### src/mci_cfg.svh
////////////////////////////////////////
// MCI configuration macros
// Address map, sizes, ID value and bus widths
////////////////////////////////////////
`ifndef MCI_CFG_SVH
`define MCI_CFG_SVH

// Bus widths
`define MCI_ADDR_W 32
`define MCI_DATA_W 32

// Register region, 4 KB at the bottom of the map
`define MCI_REG_START 32'h0000_0000
`define MCI_REG_SIZE 32'h0000_1000
`define MCI_REG_END (`MCI_REG_START + `MCI_REG_SIZE - 1)

// MCU SRAM region
`define MCU_SRAM_START 32'h0002_0000
`define MCU_SRAM_SIZE_KB 4
`define MCU_SRAM_END (`MCU_SRAM_START + (`MCU_SRAM_SIZE_KB * 1024) - 1)

// Value returned by the ID register
`define MCI_HW_ID 32'h4D43_4901

`endif

### src/mci_pkg.sv
////////////////////////////////////////
// MCI shared types
// Target select, register index, AXI responses
////////////////////////////////////////
package mci_pkg;

    // Decoded target of a cif request
    typedef enum logic [1:0] {
        TGT_REG  = 2'd0,
        TGT_SRAM = 2'd1,
        TGT_MISS = 2'd2
    } mci_target_e;

    // Word offset inside the register region
    typedef enum logic [1:0] {
        // 0x0, read only
        REG_ID      = 2'd0,
        // 0x4
        REG_SCRATCH = 2'd1,
        // 0x8, bit 0 is the SRAM write lock
        REG_CTRL    = 2'd2
    } mci_reg_idx_e;

    // AXI response codes in use
    typedef enum logic [1:0] {
        RESP_OKAY   = 2'b00,
        RESP_SLVERR = 2'b10
    } axi_resp_e;

endpackage

### src/mci_reg.sv
////////////////////////////////////////
// MCI register block
// ID, scratch and control registers,
// control bit 0 locks SRAM writes
////////////////////////////////////////
`timescale 1ns/10ps
`include "mci_cfg.svh"

module mci_reg
    import mci_pkg::*;
(
    input  logic                       clk,
    input  logic                       arst_n,
    input  logic                       reg_dv,
    input  logic [`MCI_ADDR_W-1:0]     reg_addr,
    input  logic                       reg_write,
    input  logic [`MCI_DATA_W-1:0]     reg_wdata,
    input  logic [`MCI_DATA_W/8-1:0]   reg_wstrb,
    output logic [`MCI_DATA_W-1:0]     reg_rdata,
    output logic                       reg_error,
    output logic                       sram_wr_lock
);

    mci_reg_idx_e             idx;
    logic                     off_valid;
    logic                     wr_en;
    logic [`MCI_DATA_W-1:0]   scratch;

    ////////////////////////////////////////
    // Offset decode
    ////////////////////////////////////////
    assign idx = mci_reg_idx_e'(reg_addr[3:2]);

    // Only the first three words exist
    assign off_valid = (reg_addr[11:4] == '0) && (reg_addr[3:2] != 2'd3);

    assign wr_en = reg_dv && reg_write && off_valid;

    // ID is read only, holes are rejected
    assign reg_error = reg_dv && (!off_valid || (reg_write && (idx == REG_ID)));

    ////////////////////////////////////////
    // Register writes
    ////////////////////////////////////////
    always_ff @(posedge clk or negedge arst_n) begin
        if (!arst_n) begin
            scratch      <= '0;
            sram_wr_lock <= 1'b0;
        end else if (wr_en) begin
            case (idx)
                REG_SCRATCH: begin
                    // Byte merge
                    for (int b = 0; b < `MCI_DATA_W/8; b++) begin
                        if (reg_wstrb[b]) begin
                            scratch[b*8 +: 8] <= reg_wdata[b*8 +: 8];
                        end
                    end
                end
                REG_CTRL: begin
                    if (reg_wstrb[0]) begin
                        sram_wr_lock <= reg_wdata[0];
                    end
                end
                // ID write ignored, error already raised
                default: ;
            endcase
        end
    end

    ////////////////////////////////////////
    // Read mux
    ////////////////////////////////////////
    always_comb begin
        reg_rdata = '0;
        if (off_valid) begin
            case (idx)
                REG_ID:      reg_rdata = `MCI_HW_ID;
                REG_SCRATCH: reg_rdata = scratch;
                // Upper CTRL bits read as zero
                REG_CTRL:    reg_rdata = {{(`MCI_DATA_W-1){1'b0}}, sram_wr_lock};
                default:     reg_rdata = '0;
            endcase
        end
    end

endmodule

### config.mk
export PLATFORM = sky130hd
export DESIGN_NAME = mci_reg
export DESIGN_NICKNAME = d
export VERILOG_FILES = /design/src/mci_pkg.sv /design/src/mci_reg.sv
export VERILOG_INCLUDE_DIRS = /design/src
export SDC_FILE = /design/constraint.sdc
export NUM_CORES = 1
export LEC_CHECK = 0
export BUFFER_PORTS_ARGS = -buffer_cell sky130_fd_sc_hd__buf_2
export CAP_MARGIN = 5
export CORE_MARGIN = 4
export CORE_UTILIZATION = 39
export CTS_BUF_LIST = sky130_fd_sc_hd__clkbuf_4
export DETAILED_ROUTE_END_ITERATION = 7
export PLACE_DENSITY_LB_ADDON = 0.08
export SLEW_MARGIN = 20
export SYNTH_ARGS = -nofsm -noshare
export SYNTH_HDL_FRONTEND = slang
export SYNTH_SLANG_ARGS = --single-unit
### constraint.sdc
create_clock -name clk -period 1.92 [get_ports clk]
set_clock_uncertainty 0.1 [all_clocks]
set_input_delay 0.48 -clock clk [delete_from_list [all_inputs] [get_ports clk]]
set_output_delay 0.48 -clock clk [all_outputs]
set_load 0.005 [all_outputs]
==> flow_metrics.tcl <==
set metrics [dict create \
    num_antenna_cells 0 \
    endpoint "reg_rdata[10]" \
    min_period_ns 2.21 \
    grt-ovfl-total 0 \
    grt_setup_unrepaired "yes" \
    vias 1355 \
    critical-path-top-delay-family "simple AND/OR/NAND/NOR gates" \
    wl_per_cell_um 15.3 \
    fin_ws_ns -0.286 \
    syn_avg_cell_area_um2 12.4 \
    htree_levels 2 \
    peakVddDrop_uv 314 \
    placed_cell_area_um2 2160 \
    synthAdderAreaFrac 0 \
    dieHeight_um 72.4 \
    final_cells 281 \
    io_buffers 83 \
    initial_core_util 0.404 \
    crit_arrival_ns 1.63 \
    drtIter0Drc 51 \
    finalCritPeriodShare 1.15 \
    r2r_end "scratch[8]$_DFFE_PN0P_" \
    clock-sinks 33 \
    ys_ff_latch 33 \
    slew_headroom 0.718 \
    tns_ns -8.20 \
    p_per_area_nw_per_um2 479 \
    maxCapViolCount 0 \
    dieArea_um2 5240 \
    area_growth_pct 53.7 \
    critical_path_class "input pin to output port" \
    power.leakage_uw 0.00137 \
    multi_input_area_um2 815 \
    grt_pass1_wl_um 6860 \
    grt_usage 0.173 \
    path_buf_inv 3 \
    required_ns 1.34 \
    clk_pin_slew_ns 0.11 \
    min_path_type "input pin to register" \
    regToRegSetupSlack_ns 1.05 \
    cpMaxStageDelayCell "and4b_2" \
    core_region_area_um2 4000 \
    dieWidth_um 72.4 \
    drtPass1Iterations 3 \
    drt-total-wl_um 4310 \
    drive_gt1_frac 0.740 \
    synth-simple-area-share 0.178 \
    synth_xor_area_frac 0 \
    postSynthCellCount 130 \
    avgViaCountPerCell 4.82 \
    power.total_uw 1190 \
    fin_util 0.621 \
    slew_violations 0 \
    grt_antenna_before_repair 0 \
    routed.top_layer "met4" \
    clockBufferDepth 2 \
    synthDistinctLibCells 17 \
    io_pins 106 \
    syn_area_um2 1620 \
    fmax_mhz 453 \
    root_buffer "clkbuf_4" \
    grt_max_degree 18 \
    cp_cell_sequence "buf_6 -> nor4_4 -> and4b_2 -> buf_6 -> and2_4 -> buf_6" \
    crit_path_frequent_cell "buf_6" \
    seq_area_frac_synth 0.511 \
    setup.worst_path.start "reg_addr[4]" \
    worstSkewPairLatency_ns 0.32 \
    gp_congestion 0.751 \
    fin_area_um2 2480 \
    setup_viol 33 \
    cp-start-kind "input pin" \
    cts_tree "yes" \
    wl_met1_um 1710 \
    route.met2.wl_um 2170 \
    place_inst 267 \
    layout.nets 302 \
    drc 0 \
    path_depth 6 \
    met3_length_um 376 \
    failed_checks "setup timing" \
    hold_viol 0 \
    synth_nets 202 \
    rows 23 \
    nFillCells 334 \
    worst_pin_slew_ns 0.424 \
    antenna_left 0 \
    regArea_um2 826 \
    critPathMaxFanout 7 \
    muxShareOfSynthArea 0.230 \
    cts_buffers 5 \
    synth_top_family_by_area "multiplexers" \
    worstReg2RegStart "scratch[8]$_DFFE_PN0P_" \
    synth-compound-area-share 0.0418 \
    dp_hpwl_um 3130 \
    slowest_delay_ns 0.34 \
    rr_worst_depth 1 \
    crit_path_end_kind "output port" \
    yosysWarnings 0 \
    grt_pass1_vias 1496 \
    status "complete, but fails checks" \
]
[worst min path at each step]
stage	slack, ns	cells past startpoint	end	from
final	0.27	2	scratch[6]$_DFFE_PN0P_	reg_wdata[6]
after global placement	0.33	1	scratch[30]$_DFFE_PN0P_	arst_n
after global routing	0.24	2	scratch[6]$_DFFE_PN0P_	reg_wdata[6]
after CTS	0.25	2	scratch[6]$_DFFE_PN0P_	reg_wdata[6]
after floorplan	0.08	0	scratch[0]$_DFFE_PN0P_	arst_n
after detailed placement	0.34	1	scratch[31]$_DFFE_PN0P_	arst_n
[synth_stat cells]
| cell type | number | share of area |
|---|---|---|
| a21oi_1 | 11 | 0.034 |
| a31oi_1 | 1 | 0.0039 |
| and2_1 | 21 | 0.081 |
| and3_1 | 1 | 0.0039 |
| and4b_1 | 3 | 0.019 |
| clkbuf_1 | 2 | 0.0046 |
| clkbuf_2 | 2 | 0.0062 |
| dfrtp_1 | 33 | 0.51 |
| inv_1 | 12 | 0.028 |
| mux2_2 | 33 | 0.23 |
| nand3b_1 | 1 | 0.0046 |
| nand4_1 | 1 | 0.0039 |
| nand4_2 | 4 | 0.031 |
| nor2b_1 | 1 | 0.0039 |
| nor3b_1 | 1 | 0.0046 |
| nor4_4 | 2 | 0.026 |
| o22ai_1 | 1 | 0.0039 |
[state kept, by name (all words and copies together), names as in the netlist]
name and count:
scratch 32, sram_wr_lock 1
[area by class of cell]
class / count / area share
clock buffers: 5 / 0.0151
flip-flops and latches: 33 / 0.333
multi-input cells: 81 / 0.328
repair buffers: 97 / 0.274
inverters: 12 / 0.0181
clock inverters: 3 / 0.00706
well taps: 50 / 0.0252
[cell families after synthesis]
group	count (synthesis)
AOI/OAI and AO/OA	13
buffers and inverters	16
and+or+nand+nor	35
DFF	33
muxes	33
[through the flow]
| stage | worst slack, ns | hold WS (ns) |
|---|---|---|
| after detailed placement | -0.293 | 0.338 |
| after floorplan | -0.185 | 0.0844 |
| after global routing | -0.346 | 0.241 |
| after global placement | -0.262 | 0.328 |
| after CTS | -0.303 | 0.251 |
| final | -0.286 | 0.274 |
[what timing repair did]
item	in CTS	in global routing
resized for setup	31	23
setup buffers	3	1
gates cloned	2	0
hold buffers	1	0
endpoints found under the setup margin	33	33
pin swaps	12	11
endpoints found under the hold margin	16	0
[cells in the final DEF (no fill, tap or decap), drive strengths merged]
cell type	instances
nor3b	1
and4b	3
nand4	5
nand3b	1
a31oi	1
dlygate4sd3	1
o22ai	1
nor2b	1
mux2	33
nor4	2
and2	21
clkinv	2
clkbuf	5
inv	12
a21oi	11
and3	1
clkinvlp	1
dfrtp	33
buf	96
[per-layer routing]
metal | vias to the layer above | GRT usage
met5 | - | 0
met4 | 0 | 0.0835
met3 | 6 | 0.0596
met2 | 54 | 0.289
met1 | 643 | 0.195
li1 | 652 | -
[report_power, final]
group / switching [uW] / internal (uW) / leakage (uW) / total, uW
Clock: 237 / 138 / 0.0000310 / 375
Combinational: 52.5 / 62.5 / 0.000873 / 115
Sequential: 1.50 / 698 / 0.000461 / 699
Total: 291 / 898 / 0.00137 / 1190
Power figures use the tool's default switching activity.
