File: src/mci_cfg.svh
////////////////////////////////////////
// MCI configuration macros
// Address map, sizes, ID value and bus widths
////////////////////////////////////////
`ifndef MCI_CFG_SVH
`define MCI_CFG_SVH

// Bus widths
`define MCI_ADDR_W 32
`define MCI_DATA_W 32

// Register region, 4 KB at the bottom of the map
`define MCI_REG_START 32'h0000_0000
`define MCI_REG_SIZE 32'h0000_1000
`define MCI_REG_END (`MCI_REG_START + `MCI_REG_SIZE - 1)

// MCU SRAM region
`define MCU_SRAM_START 32'h0002_0000
`define MCU_SRAM_SIZE_KB 4
`define MCU_SRAM_END (`MCU_SRAM_START + (`MCU_SRAM_SIZE_KB * 1024) - 1)

// Value returned by the ID register
`define MCI_HW_ID 32'h4D43_4901

`endif

File: src/mci_pkg.sv
////////////////////////////////////////
// MCI shared types
// Target select, register index, AXI responses
////////////////////////////////////////
package mci_pkg;

    // Decoded target of a cif request
    typedef enum logic [1:0] {
        TGT_REG  = 2'd0,
        TGT_SRAM = 2'd1,
        TGT_MISS = 2'd2
    } mci_target_e;

    // Word offset inside the register region
    typedef enum logic [1:0] {
        // 0x0, read only
        REG_ID      = 2'd0,
        // 0x4
        REG_SCRATCH = 2'd1,
        // 0x8, bit 0 is the SRAM write lock
        REG_CTRL    = 2'd2
    } mci_reg_idx_e;

    // AXI response codes in use
    typedef enum logic [1:0] {
        RESP_OKAY   = 2'b00,
        RESP_SLVERR = 2'b10
    } axi_resp_e;

endpackage

File: src/mci_axi_sub.sv
////////////////////////////////////////
// AXI4-Lite subordinate front end
// One transaction at a time, turned into a
// single cif request, response held until taken
////////////////////////////////////////
`timescale 1ns/10ps
`include "mci_cfg.svh"

module mci_axi_sub
    import mci_pkg::*;
(
    input  logic                       clk,
    input  logic                       arst_n,
    // AXI write address and data
    input  logic [`MCI_ADDR_W-1:0]     awaddr,
    input  logic                       awvalid,
    output logic                       awready,
    input  logic [`MCI_DATA_W-1:0]     wdata,
    input  logic [`MCI_DATA_W/8-1:0]   wstrb,
    input  logic                       wvalid,
    output logic                       wready,
    // AXI write response
    output logic [1:0]                 bresp,
    output logic                       bvalid,
    input  logic                       bready,
    // AXI read
    input  logic [`MCI_ADDR_W-1:0]     araddr,
    input  logic                       arvalid,
    output logic                       arready,
    output logic [`MCI_DATA_W-1:0]     rdata,
    output logic [1:0]                 rresp,
    output logic                       rvalid,
    input  logic                       rready,
    // cif request side
    output logic                       cif_dv,
    output logic [`MCI_ADDR_W-1:0]     cif_addr,
    output logic                       cif_write,
    output logic [`MCI_DATA_W-1:0]     cif_wdata,
    output logic [`MCI_DATA_W/8-1:0]   cif_wstrb,
    input  logic [`MCI_DATA_W-1:0]     cif_rdata,
    input  logic                       cif_hold,
    input  logic                       cif_error
);

    typedef enum logic [1:0] {
        ST_IDLE,
        ST_REQ,
        ST_RESP
    } sub_state_e;

    sub_state_e                state;
    // AW or W taken alone, waiting for its partner
    logic                      aw_got;
    logic                      w_got;
    logic                      aw_hs;
    logic                      w_hs;
    logic                      ar_hs;
    logic                      wr_go;
    axi_resp_e                 resp_q;
    logic [`MCI_DATA_W-1:0]    rdata_q;
    // Target name for waveform viewing
    mci_target_e               dbg_target;

    ////////////////////////////////////////
    // Handshakes
    ////////////////////////////////////////
    assign awready = (state == ST_IDLE) && !aw_got;
    assign wready  = (state == ST_IDLE) && !w_got;
    // Any write activity blocks the read, so writes win
    assign arready = (state == ST_IDLE) && !aw_got && !w_got && !awvalid && !wvalid;

    assign aw_hs = awvalid && awready;
    assign w_hs  = wvalid && wready;
    assign ar_hs = arvalid && arready;
    // Both halves of the write are in
    assign wr_go = (aw_got || aw_hs) && (w_got || w_hs);

    // Request is live for the whole REQ state
    assign cif_dv = (state == ST_REQ);

    ////////////////////////////////////////
    // Control FSM
    ////////////////////////////////////////
    always_ff @(posedge clk or negedge arst_n) begin
        if (!arst_n) begin
            state     <= ST_IDLE;
            aw_got    <= 1'b0;
            w_got     <= 1'b0;
            cif_write <= 1'b0;
        end else begin
            case (state)
                ST_IDLE: begin
                    if (wr_go) begin
                        state     <= ST_REQ;
                        cif_write <= 1'b1;
                        aw_got    <= 1'b0;
                        w_got     <= 1'b0;
                    end else if (ar_hs) begin
                        state     <= ST_REQ;
                        cif_write <= 1'b0;
                    end else begin
                        aw_got <= aw_got || aw_hs;
                        w_got  <= w_got || w_hs;
                    end
                end
                // Wait out target hold
                ST_REQ: begin
                    if (!cif_hold) begin
                        state <= ST_RESP;
                    end
                end
                ST_RESP: begin
                    if ((bvalid && bready) || (rvalid && rready)) begin
                        state <= ST_IDLE;
                    end
                end
                default: state <= ST_IDLE;
            endcase
        end
    end

    ////////////////////////////////////////
    // Payload capture
    ////////////////////////////////////////
    always_ff @(posedge clk) begin
        if (aw_hs) begin
            cif_addr <= awaddr;
        end else if (ar_hs) begin
            cif_addr <= araddr;
        end
        if (w_hs) begin
            cif_wdata <= wdata;
            cif_wstrb <= wstrb;
        end
        // Response sampled on the completing cycle
        if (cif_dv && !cif_hold) begin
            resp_q  <= cif_error ? RESP_SLVERR : RESP_OKAY;
            rdata_q <= cif_rdata;
        end
    end

    // Response channels
    assign bvalid = (state == ST_RESP) && cif_write;
    assign rvalid = (state == ST_RESP) && !cif_write;
    assign bresp  = resp_q;
    assign rresp  = resp_q;
    assign rdata  = rdata_q;

    // Debug decode of the current address
    always_comb begin
        if (cif_addr inside {[`MCI_REG_START:`MCI_REG_END]}) begin
            dbg_target = TGT_REG;
        end else if (cif_addr inside {[`MCU_SRAM_START:`MCU_SRAM_END]}) begin
            dbg_target = TGT_SRAM;
        end else begin
            dbg_target = TGT_MISS;
        end
    end

    ////////////////////////////////////////
    // Assertions
    ////////////////////////////////////////
    // Held request keeps all its fields
    a_req_stable: assert property (@(posedge clk) disable iff (!arst_n)
        cif_dv && cif_hold |=>
            cif_dv && $stable({cif_addr, cif_write, cif_wdata, cif_wstrb}))
        else $error("cif request changed under hold");

    // Miss ends at once with error from the decoder
    a_miss_done: assert property (@(posedge clk) disable iff (!arst_n)
        cif_dv && (dbg_target == TGT_MISS) |-> cif_error && !cif_hold)
        else $error("unmapped request not rejected");

endmodule

File: config.mk
export PLATFORM = sky130hd
export DESIGN_NAME = mci_axi_sub
export DESIGN_NICKNAME = d
export VERILOG_FILES = /design/src/mci_pkg.sv /design/src/mci_axi_sub.sv
export VERILOG_INCLUDE_DIRS = /design/src
export SDC_FILE = /design/constraint.sdc
export NUM_CORES = 1
export LEC_CHECK = 0
export BUFFER_PORTS_ARGS = -buffer_cell sky130_fd_sc_hd__clkbuf_2
export CAP_MARGIN = 40
export CORE_MARGIN = 2
export CORE_UTILIZATION = 35
export DETAILED_ROUTE_END_ITERATION = 8
export PLACE_DENSITY = 0.68
export SYNTH_ARGS = -nofsm -noshare
export SYNTH_HDL_FRONTEND = slang
export SYNTH_SLANG_ARGS = --single-unit
File: constraint.sdc
create_clock -name clk -period 5.5 [get_ports clk]
set_clock_uncertainty 0.2 [all_clocks]
set_input_delay 0.275 -clock clk [delete_from_list [all_inputs] [get_ports clk]]
set_output_delay 0.275 -clock clk [all_outputs]
set_load 0.03 [all_outputs]
==> results.toml <==
[floorplanning]
num_rows = 38
io_pins = 252
die_x_um = 110
die_boundary_height_um = 110
core_box_area_um2 = 10900
design.die.area_um2 = 12200
initial_core_utilization_pct = 36.2

[sta]
finalWorstPathRequiredPeriod_ps = 2300
rsz0062_at_grt = "no"
finalMaxSlewViolations = 0
setup_total_negative_slack_ps = 0
worstMarginPinSlew_ps = 588
achievable-frequency_ghz = 0.435
timing.final.hold_violations = 0
period_share_pct = 41.8
slew-limit-headroom_pct = 60.8
postLayoutSetupSlackWorst_ps = 3200
setup_violations = 0

[clock_tree]
cts.sink_count = 106
clockRootBuffer = "sky130_fd_sc_hd__clkbuf_16"
hold_buffers = 70
ctsHtreeMaxLevel = 3
worst_skew_pair.late_latency_ps = 330
clk_pin_slew_worst_paths_ps = 70
max_clock_buf_depth = 2
cts_tree = "done"
cts_resized = 0
post_cts.repair.setup_buffers = 0
numCtsBuffers = 9

[pwr]
total_power_mw = 2.78
peakVddDrop_mv = 0.185
p_per_area_nw_per_um2 = 443
static-leakage-power_nw = 2.79

[logic_synthesis]
postSynthCellCount = 180
synthesis.area_um2 = 3950
synthDistinctLibCells = 28
yosys_warnings = 0
asyncSetResetFlopFracSynth_pct = 4.72
number_of_flops_mapped_to_enable_cells_by_yosys = 101
synth_seq_cells = 106
synth.avg_cell_area_um2 = 22.0
ys_seq_area_share_pct = 79.9
synth_ff_type = "sky130_fd_sc_hd__edfxtp_1"

[layout]
num_antenna_cells = 0
layout.filler_cells = 858
final_layout_size_suffix_gt1_share_pct = 59.2
flow.area_growth_from_synthesis_pct = 58.7
finish.net_count = 646
layoutNonFillerInstCount = 650
finalInstanceArea_um2 = 6270

[job]
timing.max_cap.violations = 0

[placed_design]
place_area_um2 = 5290
post-dp-hpwl_mm = 6.86
placed_cells = 564
routabilityCongestion = 0.740
pre_cts_ws_ps = 3320
place.port_buffers = 249

[grt]
grt_antenna_before_repair = 0
maximum_number_of_pins_on_one_net_before_global_route_repair = 37
gr-max-usage-layer = "met2"
global_route.overflow_total = 0
first_global_vias = 2785
grt_use_met1_pct = 15.8
gr_met3_demand_resource_pct = 5.06
global_route_wire_length_before_repair_mm = 13.4
global_route.usage.total_pct = 15.1
globalRouteMet2Util_pct = 27.2

[detailed_routing]
post_drt_wl_per_cell_um = 14.9
viasPerCell = 4.35
firstDrtPassIters = 4
drc = 0
routed_wl_mm = 9.69
antenna_violating_nets_post_route = 0
via_count_of_the_routed_design = 2830
drt_iter0_markers = 113

[setup_path]
crit_arrival_ps = 1830
critical_path.startpoint_type = "flip-flop"
endpoint_kind = "output pin"
criticalPathCategory = "flip-flop to output pin"
worstPathMaxFanout = 11
crit_required_ps = 5030

[hold_path]
worstHoldPathType = "input pin to flip-flop"

[status]
outcome = "finished, final reports clean"
## metrics by stage
| step | hold WS, ps | util [%] |
|---|---|---|
| 3_3_place_gp | -89.2 | 48.4 |
| 6_report | 21.7 | 57.4 |
| 3_5_place_dp | -81.8 | 48.4 |
| 4_1_cts | 14.3 | 57.4 |
| 5_1_grt | 19.2 | 57.4 |
| 2_1_floorplan | -221 | - |
## power by group
part	switching, mW	internal (mW)	total, mW
sequential	0.0869	1.13	1.22
combinational	0.632	0.323	0.955
clock	0.291	0.316	0.607
## logic make-up (layout without fill, tap and decap cells)
kind of cell    Yosys count  after routing  share of synthesized area (%)
flops                   106            106                           79.9
compound gates           10             10                           1.49
other cells               1              2                         0.0948
mux                      33             33                           12.2
simple gates             20             20                           3.23
buf+inv                  10            339                           3.10
## metal layers
layer	wire, µm	vias up
met5	0	-
met4	227	0
met3	997	18
met2	4990	161
met1	3480	1304
li1	-	1347
## flip-flops by register name (all words and copies together) (netlist names)
name,cells
cif_addr,32
cif_write,1
state,2
w_got,1
cif_wstrb,4
bresp,1
rdata,32
cif_wdata,32
aw_got,1
## layout make-up
class / count / area (µm²) / share of cell area, %
clock buffer: 9 / 225 / 3.59
tap: 140 / 175 / 2.79
timing repair buffer: 322 / 1970 / 31.4
multi-input combinational: 65 / 682 / 10.9
inverter: 1 / 3.75 / 0.0598
sequential: 106 / 3160 / 50.3
clock inverter: 7 / 61.3 / 0.977
## Yosys cell counts (all sizes together), types with 2 or more instances
master / n / share of area [%]
a21oi: 6 / 0.76
nor2: 3 / 0.28
edfxtp: 101 / 77
buf: 9 / 3.0
mux2: 32 / 12
dfrtp: 5 / 3.2
nor3: 5 / 0.92
and2: 2 / 0.38
nor2b: 4 / 0.63
## worst max-delay path: stages, from the launching register on
cell,delay (ps)
sky130_fd_sc_hd__dfrtp_1,510
sky130_fd_sc_hd__or4_1,590
sky130_fd_sc_hd__nor3_1,160
sky130_fd_sc_hd__clkbuf_2,240
## cell usage in the layout, fill, tap and decap left out, types with 2 or more instances in the layout
master and count:
sky130_fd_sc_hd__clkbuf_2 249, sky130_fd_sc_hd__edfxtp_1 101, sky130_fd_sc_hd__dlygate4sd3_1 70, sky130_fd_sc_hd__mux2_4 30
sky130_fd_sc_hd__clkbuf_16 9, sky130_fd_sc_hd__a21oi_1 6, sky130_fd_sc_hd__dfrtp_1 5, sky130_fd_sc_hd__nor3_1 4
sky130_fd_sc_hd__nor2_1 3, sky130_fd_sc_hd__clkinv_4 3, sky130_fd_sc_hd__buf_4 3, sky130_fd_sc_hd__nor2b_1 2
sky130_fd_sc_hd__nor2b_2 2, sky130_fd_sc_hd__mux2_1 2, sky130_fd_sc_hd__conb_1 2, sky130_fd_sc_hd__inv_8 2
## final timing paths
path                                       from                     end  slack (ps)  cells past startpoint
max in group asynchronous                arst_n    state[1]$_DFFE_PN0P_        4800                      2
setup / recovery           state[0]$_DFFE_PN0P_                 arready        3200                      3
min in group asynchronous                arst_n      aw_got$_DFFE_PN0P_         140                      2
setup reg to reg           state[0]$_DFFE_PN0P_  cif_addr[31]$_DFFE_PP_        3340                      3
hold reg to reg              aw_got$_DFFE_PN0P_      aw_got$_DFFE_PN0P_         460                      2
hold / removal                       araddr[29]  cif_addr[29]$_DFFE_PP_          20                      2
Note: power is estimated with default switching activity, not from simulation.
