$ cat src/mci_cfg.svh
////////////////////////////////////////
// MCI configuration macros
// Address map, sizes, ID value and bus widths
////////////////////////////////////////
`ifndef MCI_CFG_SVH
`define MCI_CFG_SVH

// Bus widths
`define MCI_ADDR_W 32
`define MCI_DATA_W 32

// Register region, 4 KB at the bottom of the map
`define MCI_REG_START 32'h0000_0000
`define MCI_REG_SIZE 32'h0000_1000
`define MCI_REG_END (`MCI_REG_START + `MCI_REG_SIZE - 1)

// MCU SRAM region
`define MCU_SRAM_START 32'h0002_0000
`define MCU_SRAM_SIZE_KB 4
`define MCU_SRAM_END (`MCU_SRAM_START + (`MCU_SRAM_SIZE_KB * 1024) - 1)

// Value returned by the ID register
`define MCI_HW_ID 32'h4D43_4901

`endif

$ cat src/mci_pkg.sv
////////////////////////////////////////
// MCI shared types
// Target select, register index, AXI responses
////////////////////////////////////////
package mci_pkg;

    // Decoded target of a cif request
    typedef enum logic [1:0] {
        TGT_REG  = 2'd0,
        TGT_SRAM = 2'd1,
        TGT_MISS = 2'd2
    } mci_target_e;

    // Word offset inside the register region
    typedef enum logic [1:0] {
        // 0x0, read only
        REG_ID      = 2'd0,
        // 0x4
        REG_SCRATCH = 2'd1,
        // 0x8, bit 0 is the SRAM write lock
        REG_CTRL    = 2'd2
    } mci_reg_idx_e;

    // AXI response codes in use
    typedef enum logic [1:0] {
        RESP_OKAY   = 2'b00,
        RESP_SLVERR = 2'b10
    } axi_resp_e;

endpackage

$ cat src/mci_axi_sub_decode.sv
////////////////////////////////////////
// cif address decoder
// Routes requests to registers or SRAM,
// rejects misses with error
////////////////////////////////////////
`timescale 1ns/10ps
`include "mci_cfg.svh"

module mci_axi_sub_decode
    import mci_pkg::*;
(
    // Request from the subordinate
    input  logic                       cif_dv,
    input  logic [`MCI_ADDR_W-1:0]     cif_addr,
    input  logic                       cif_write,
    input  logic [`MCI_DATA_W-1:0]     cif_wdata,
    input  logic [`MCI_DATA_W/8-1:0]   cif_wstrb,
    output logic [`MCI_DATA_W-1:0]     cif_rdata,
    output logic                       cif_hold,
    output logic                       cif_error,
    // Register block
    output logic                       reg_dv,
    output logic [`MCI_ADDR_W-1:0]     reg_addr,
    output logic                       reg_write,
    output logic [`MCI_DATA_W-1:0]     reg_wdata,
    output logic [`MCI_DATA_W/8-1:0]   reg_wstrb,
    input  logic [`MCI_DATA_W-1:0]     reg_rdata,
    input  logic                       reg_error,
    // MCU SRAM
    output logic                       sram_dv,
    output logic [`MCI_ADDR_W-1:0]     sram_addr,
    output logic                       sram_write,
    output logic [`MCI_DATA_W-1:0]     sram_wdata,
    output logic [`MCI_DATA_W/8-1:0]   sram_wstrb,
    input  logic [`MCI_DATA_W-1:0]     sram_rdata,
    input  logic                       sram_hold,
    input  logic                       sram_error
);

    logic        reg_gnt;
    logic        sram_gnt;
    logic        req_miss;
    mci_target_e tgt;

    ////////////////////////////////////////
    // Region compare and grants
    ////////////////////////////////////////
    assign reg_gnt  = cif_dv && (cif_addr inside {[`MCI_REG_START:`MCI_REG_END]});
    assign sram_gnt = cif_dv && (cif_addr inside {[`MCU_SRAM_START:`MCU_SRAM_END]});
    assign req_miss = cif_dv && !reg_gnt && !sram_gnt;

    // Only the hit target sees dv
    assign reg_dv  = reg_gnt;
    assign sram_dv = sram_gnt;

    // Request fields fan out to both
    assign reg_addr   = cif_addr;
    assign reg_write  = cif_write;
    assign reg_wdata  = cif_wdata;
    assign reg_wstrb  = cif_wstrb;
    assign sram_addr  = cif_addr;
    assign sram_write = cif_write;
    assign sram_wdata = cif_wdata;
    assign sram_wstrb = cif_wstrb;

    ////////////////////////////////////////
    // Return path
    ////////////////////////////////////////
    // Selected target for the return mux
    always_comb begin
        if (sram_gnt) begin
            tgt = TGT_SRAM;
        end else if (reg_gnt) begin
            tgt = TGT_REG;
        end else begin
            tgt = TGT_MISS;
        end
        // Overlapping regions would grant both
        if (cif_dv) begin
            assert (!(reg_gnt && sram_gnt))
                else $error("decoder grant conflict");
        end
    end

    assign cif_rdata = (tgt == TGT_SRAM) ? sram_rdata :
                       (tgt == TGT_REG)  ? reg_rdata  :
                       '0;

    // Registers never hold
    assign cif_hold = (tgt == TGT_SRAM) && sram_hold;

    // Miss completes at once with error
    assign cif_error = ((tgt == TGT_SRAM) && sram_error) ||
                       ((tgt == TGT_REG) && reg_error) || req_miss;

endmodule

$ cat config.mk
export PLATFORM = sky130hd
export DESIGN_NAME = mci_axi_sub_decode
export DESIGN_NICKNAME = d
export VERILOG_FILES = /design/src/mci_pkg.sv /design/src/mci_axi_sub_decode.sv
export VERILOG_INCLUDE_DIRS = /design/src
export SDC_FILE = /design/constraint.sdc
export NUM_CORES = 1
export LEC_CHECK = 0
export BUFFER_PORTS_ARGS = -buffer_cell sky130_fd_sc_hd__buf_4
export CORE_AREA = 3 3 119 121
export DETAILED_ROUTE_END_ITERATION = 16
export DIE_AREA = 0 0 122 124
export MAX_ROUTING_LAYER = met4
export PLACE_DENSITY = 0.52
export SETUP_SLACK_MARGIN = 0.15
export SLEW_MARGIN = 20
export SYNTH_ARGS = -nofsm -noshare
export SYNTH_HDL_FRONTEND = slang
export SYNTH_SLANG_ARGS = --single-unit
$ cat constraint.sdc
create_clock -name vclk -period 1.6
set_input_delay 0.32 -clock vclk [all_inputs]
set_output_delay 0.32 -clock vclk [all_outputs]
set_load 0.02 [all_outputs]
==> metrics.txt, run 1 <==
CP max FO=16; Design Area, Final=3127 µm²; Fill cells=1431; Crit Path Class=in -> out; GPL Wtd Cong=0.6715; gr usage total=0.07782; delay-heaviest family, CP=buffers and inverters; worst path bufs/invs=4; drt drc=0; NumNets Final=420; Net Count, Synth=367; drt pass-1 iters=3; P&R area growth vs syn=62.59%; Final HPWL DP=5.801 mm; outcome=finished with violations; sequential cells=0; Detailed Route Iter0 Violations=14; average wire per standard cell=14.47 µm; initial antenna violation count=0; synth warn=0; Hold Slack=640.0 ps; slowest CP cell=nor4_4; Max Freq=539.8 MHz; clkbuf count=0; worst slew pin tran=367.5 ps; share of layout cells above drive strength 1=0.8719; ratio of final minimum period to clock period=1.158; Port Buf Inserts=164; Hold Violations, Final=0; minimum clock period=1853 ps; area taken by multi-input logic gates=1214 µm²; WL final=6.615 mm; endpoints failing setup=36; most common cell after layout, fill and taps aside=buf_4; antenna cell count=0; data required time at the worst endpoint=1280 ps; Core ar.=13190 µm²; CP Data Arrival Time=1530 ps; PD cells=185.7 nW/µm²; post-DR vias/cell=3.519; die area=15130 µm²; CP Capture Type=output pin; post-synth design cell area=1923 µm²; Detail Route Antenna Nets=0; DR vias=1608; pin count of the biggest net entering global routing=31; dpl cell area=3060 µm²; I/O pin cnt=311; pre-CTS setup slack=-375.9 ps; maxcap violations=0; Post-Synthesis Cells=230; synth unique cells=14; initial core utilization=0.1458; Tot Pwr=0.5805 mW; Final Max Slew Viols=0; Critical Path, Cell by Cell=buf_8, nor4_4, nand3_4, buf_12, buf_6, nor4_4, buf_4; first-pass GRT wire length=9.183 mm; # rows=42; sequential fraction of the synthesis area=0; RSZ-0062 raised after global routing=yes; worst min path class=in -> out; Die Y=124 µm; delay of the slowest critical-path stage=330 ps; number of global-route vias before repair=1664; Slew headroom=0.7550; Final WS setup=-252.6 ps; failing checks=negative setup slack; Sequential cell area=0 µm²; crit-path most repeated cell=nor4_4; syn_area_per_cell=8.361 µm²; LEAKAGE=1.461 nW; CP Launch Type=primary input; Worst IR Drop VDD=0.00009346 V; Die Wd=122 µm; grt ovf=0; commonest non-fill, non-tap cells in the layout=buf_4 (184), nor4_4 (38), mux2i_1 (32), buf_12 (11), buf_6 (6)
## synthesized netlist by cell type
cell type	number	area, µm²
nor3_1	2	10.01
mux2i_1	32	320.3
mux2_1	1	11.26
nand2_1	2	7.510
inv_1	1	3.750
buf_2	7	35.03
clkbuf_1	3	11.26
nor4_2	31	387.9
buf_6	3	33.78
clkinv_1	1	3.750
o31a_1	1	8.760
buf_4	138	1036
nand3_2	1	10.01
nor4_1	7	43.79
## repair_timing
| item | 4_1_cts | 5_1_grt |
|---|---|---|
| buffers inserted | 2 | 2 |
| pin swaps | 0 | 1 |
| hold buffers | 0 | 0 |
| setup endpoints to repair | 36 | 36 |
| resized for setup | 6 | 3 |
## worst paths after layout
check         start  slack (ps)  cells past startpoint       endpoint
max    cif_addr[15]        -250                      7  cif_rdata[24]
min    cif_wdata[2]         640                      0   reg_wdata[2]
## layer usage
layer,wire (µm),GRT usage,vias to the layer above
li1,-,-,766
met1,1963,0.07505,696
met2,3789,0.1609,132
met3,778,0.01680,14
met4,84,0.01050,0
met5,0,-,-
## power by group
part	total (mW)	switching, mW	internal, mW	leakage, nW
sequential	0	0	0	0
clock	0	0	0	0
combinational	0.580	0.276	0.304	1.46
## final cells by class
type / instances / share of cell area
timing repair buffer: 202 / 0.5386
multi-input combinational: 77 / 0.3882
tap: 176 / 0.07043
inverter: 2 / 0.002801
## kinds of logic (layout without fill, tap and decap cells)
logic type / Yosys count / count (layout) / synth area share
simple gates: 43 / 43 / 0.2388
compound gates: 1 / 1 / 0.004555
buf+inv: 153 / 204 / 0.5842
mux: 33 / 33 / 0.1724
## per-stage QoR
step / cells / TNS [ps] / util
2_1_floorplan: 230 / -3083 / -
3_3_place_gp: 453 / -10350 / 0.2320
3_5_place_dp: 453 / -11070 / 0.2320
4_1_cts: 455 / -9427 / 0.2351
5_1_grt: 457 / -10750 / 0.2371
6_report: 457 / -7953 / 0.2371
(Power assumes the default switching activity.)
==> inputs of run 2 (changes only) <==
==> constraint.sdc (replaced) <==
create_clock -name vclk -period 1.6
set_input_delay 0.32 -clock vclk [all_inputs]
set_output_delay 0.32 -clock vclk [all_outputs]
set_load 0.01 [all_outputs]
==> metrics.txt, run 2 (same netlist as run 1, synthesis figures left out) <==
cts hold-fix bufs=0; GPL Wtd Cong=0.6486; outcome=finished with violations; routed length on met3=815 µm; worst min path class=in -> out; clock power share=0; die area=15130 µm²; antenna cell count=0; Slew headroom=0.7273; Die Wd=122 µm; hold path start=cif_wdata[25]; endpoints failing setup=36; Hold Violations, Final=0; drt drc=0; Die Y=124 µm; DRT met1 WL=1.945 mm; Final WS setup=-254.2 ps; CP max FO=12; Sequential cell area=0 µm²; CP Data Arrival Time=1530 ps; pin count of the biggest net entering global routing=26; Fill cells=1403; I/O pin cnt=311; Detail Route Antenna Nets=0; Detailed Route Iter0 Violations=31; CP Capture Type=output pin; share of layout cells above drive strength 1=0.8681; Max Freq=539.3 MHz; P&R area growth vs syn=56.08%; data required time at the worst endpoint=1280 ps; Sw Ratio=0.4361; Core ar.=13190 µm²; Pint=0.2947 mW; power share of the sequential group=0; most common cell after layout, fill and taps aside=buf_4; Worst IR Drop VDD=0.00004808 V; Net Sw Power=0.2279 mW; clkbuf count=0; Hold Path End=reg_wdata[25]; LEAKAGE=1.391 nW; routed wl met2=3.435 mm; Crit. Startpoint=cif_addr[31]; Crit Path Class=in -> out; PD cells=174.1 nW/µm²; sequential cells=0; drt pass-1 iters=4; CP Launch Type=primary input; RSZ-0062 raised after global routing=yes; DR top layer=met4; minimum clock period=1854 ps; gr usage total=0.07134; grt ovf=0; worst slew pin tran=397.7 ps; depth of the worst hold-timing path=0; Port Buf Inserts=164; post-DR vias/cell=3.517; pre-CTS setup slack=-296.0 ps; setup_tns=-7368 ps; DR vias=1579; ratio of final minimum period to clock period=1.159; first-pass GRT wire length=8.487 mm; maxcap violations=0; number of global-route vias before repair=1574; # rows=42; initial core utilization=0.1458; average wire per standard cell=14.21 µm; WL final=6.380 mm; Final Max Slew Viols=0; Final HPWL DP=5.386 mm; failing checks=negative setup slack; Post-CTS Setup Inserts=0; commonest non-fill, non-tap cells in the layout=buf_4 (180), nor4_4 (33), mux2i_1 (32), buf_12 (9), nor4_2 (5); Logic pwr share=1.000; initial antenna violation count=0; NumNets Final=412
-- run 2: cell types whose count changed in the layout (fill, tap and decap cells not counted), sizes merged --
cell,delta
clkbuf,+1
buf,-9
-- run 2: worst max-delay path, cell delays in order --
cell       delay [ps]
buf_4             120
nor4_4            300
nand3_4           140
clkbuf_16         230
nor4_2            250
buf_4             160
-- run 2: final cells by class --
class                      instances  area, µm²  share of cell area
multi-input combinational         77       1164              0.3877
timing repair buffer             194       1609              0.5361
inverter                           2      8.758            0.002918
tap                              176      220.2             0.07336
-- run 2: per-layer routing --
| metal | GRT usage | up-vias |
|---|---|---|
| met3 | 0.01635 | 22 |
| met2 | 0.1395 | 136 |
| li1 | - | 742 |
| met5 | - | - |
| met1 | 0.07014 | 679 |
| met4 | 0.02101 | 0 |
-- run 2: power groups by stage --
stage,clock (mW),sequential (mW),combinational (mW)
floorplan,0,0,0.520
global placement,0,0,0.523
detailed placement,0,0,0.529
CTS,0,0,0.533
global route,0,0,0.563
finish,0,0,0.523
-- run 2: timing repair --
item	4_1_cts	5_1_grt
pin swaps	1	0
cloned	0	1
gates resized for setup	5	1
endpoints found under the setup margin	36	36
-- run 2: worst max-delay path by stage --
stage / endpoint / slack (ps) / cells past startpoint
after floorplan: cif_rdata[23] / 60 / 4
after detailed placement: reg_dv / -300 / 7
final: cif_rdata[1] / -250 / 6
after global routing: reg_dv / -340 / 7
after global placement: cif_rdata[0] / -290 / 6
after CTS: cif_error / -290 / 6
-- run 2: through the flow --
step,power (mW),hold WS [ps],std cells,cell area (µm²),utilization
2_1_floorplan,0.5197,731.8,230,2375,-
3_3_place_gp,0.5232,640.1,448,2954,0.2240
3_5_place_dp,0.5295,640.1,448,2954,0.2240
4_1_cts,0.5328,640.1,448,2973,0.2254
5_1_grt,0.5630,640.0,449,3002,0.2276
6_report,0.5227,640.0,449,3002,0.2276
==> inputs of run 3 (changes only) <==
--- a/config.mk
+++ b/config.mk
@@ -10,7 +10,6 @@
 export CORE_AREA = 3 3 119 121
 export DETAILED_ROUTE_END_ITERATION = 16
 export DIE_AREA = 0 0 122 124
-export MAX_ROUTING_LAYER = met4
 export PLACE_DENSITY = 0.52
 export SETUP_SLACK_MARGIN = 0.15
 export SLEW_MARGIN = 20
==> metrics.txt, run 3 (same netlist as run 1, synthesis figures left out) <==
outcome=finished with violations; failing checks=negative setup slack; maxcap violations=0; fin cells=449; worst min path class=in -> out; CP Capture Type=output pin; first-pass GRT wire length=8.487 mm; minimum clock period=1854 ps; Detail Route Antenna Nets=0; CP max FO=12; most common cell after layout, fill and taps aside=buf_4; WL final=6.383 mm; commonest non-fill, non-tap cells in the layout=buf_4 (180), nor4_4 (33), mux2i_1 (32), buf_12 (9), nor4_2 (5); CP Data Arrival Time=1530 ps; crit-path most repeated cell=buf_4; GPL Wtd Cong=0.6431; Post-Route Utilization=0.2276; Hold Violations, Final=0; Pint=0.2947 mW; power share of the sequential group=0; die area=15130 µm²; ratio of final minimum period to clock period=1.159; RSZ-0062 raised after global routing=yes; Port Buf Inserts=164; Worst IR Drop VDD=0.00004808 V; area taken by multi-input logic gates=1164 µm²; number of global-route vias before repair=1571; Slew headroom=0.7270; Design Area, Final=3002 µm²; Max Freq=539.3 MHz; Net Sw Power=0.2280 mW; clkbuf count=0; LEAKAGE=1.391 nW; average wire per standard cell=14.22 µm; Core ar.=13190 µm²; DR vias=1579; NumNets Final=412; Final WS setup=-254.2 ps; pin count of the biggest net entering global routing=26; Logic pwr share=1.000; initial antenna violation count=0; Detailed Route Iter0 Violations=32; worst slew pin tran=398.1 ps; cts hold-fix bufs=0; Sw Ratio=0.4361; CP Launch Type=primary input; pre-CTS setup slack=-296.0 ps; data required time at the worst endpoint=1280 ps; drt drc=0; sequential cells=0; grt ovf=0; initial core utilization=0.1458; gr usage total=0.06938; clock power share=0; PD cells=174.1 nW/µm²; P&R area growth vs syn=56.08%; I/O pin cnt=311; Critical Path, Cell by Cell=buf_4, nor4_4, nand3_4, clkbuf_16, nor4_2, buf_4; # rows=42; Final HPWL DP=5.386 mm; Fill cells=1403; drt pass-1 iters=4; endpoints failing setup=36; Sequential cell area=0 µm²; Crit Path Class=in -> out; Inst Count DP=448; dpl cell area=2954 µm²; Final Max Slew Viols=0; Die Y=124 µm; Die Wd=122 µm; slowest CP cell=nor4_4; antenna cell count=0; delay of the slowest critical-path stage=300 ps; share of layout cells above drive strength 1=0.8681; post-DR vias/cell=3.517
run 3: cell counts in the layout (fill, tap and decap cells not counted):
Identical to the previous run, type by type.
run 3: worst max-delay path: cells and delay by family:
| family | cells | cell delay (ps) |
|---|---|---|
| simple gates | 3 | 690 |
| buf+inv | 3 | 510 |
run 3: layer usage:
metal	up-vias	routed length [µm]	GRT usage
met4	0	184	0.02101
met2	136	3434	0.1395
met5	-	0	0
met3	22	829	0.01771
met1	679	1934	0.06932
li1	742	-	-
run 3: area by class of cell:
type	count	area share
timing repair buffer	194	0.5361
multi-input combinational	77	0.3877
tap	176	0.07336
inverter	2	0.002918
run 3: power by group through the flow:
stage          Clock, mW  Sequential [mW]  Combinational [mW]
3_5_place_dp           0                0               0.529
6_report               0                0               0.523
5_1_grt                0                0               0.563
4_1_cts                0                0               0.533
3_3_place_gp           0                0               0.523
2_1_floorplan          0                0               0.520
run 3: per-stage QoR:
step / power [mW] / TNS (ps) / hold slack [ps]
after floorplan: 0.5197 / 0 / 731.8
after global routing: 0.5631 / -10480 / 640.0
after CTS: 0.5328 / -8533 / 640.1
final: 0.5227 / -7369 / 640.0
after detailed placement: 0.5295 / -9502 / 640.1
after global placement: 0.5232 / -9408 / 640.1
run 3: path summary, 6_finish.rpt:
kind                 startpoint  cells past startpoint             to
setup / recovery   cif_addr[31]                      6   cif_rdata[1]
hold / removal    cif_wdata[25]                      0  reg_wdata[25]
run 3: timing repair:
item,4_1_cts,5_1_grt
buffers inserted,0,0
pin swaps,1,0
setup endpoints to repair,36,36
resized for setup,5,1
gates cloned,0,1
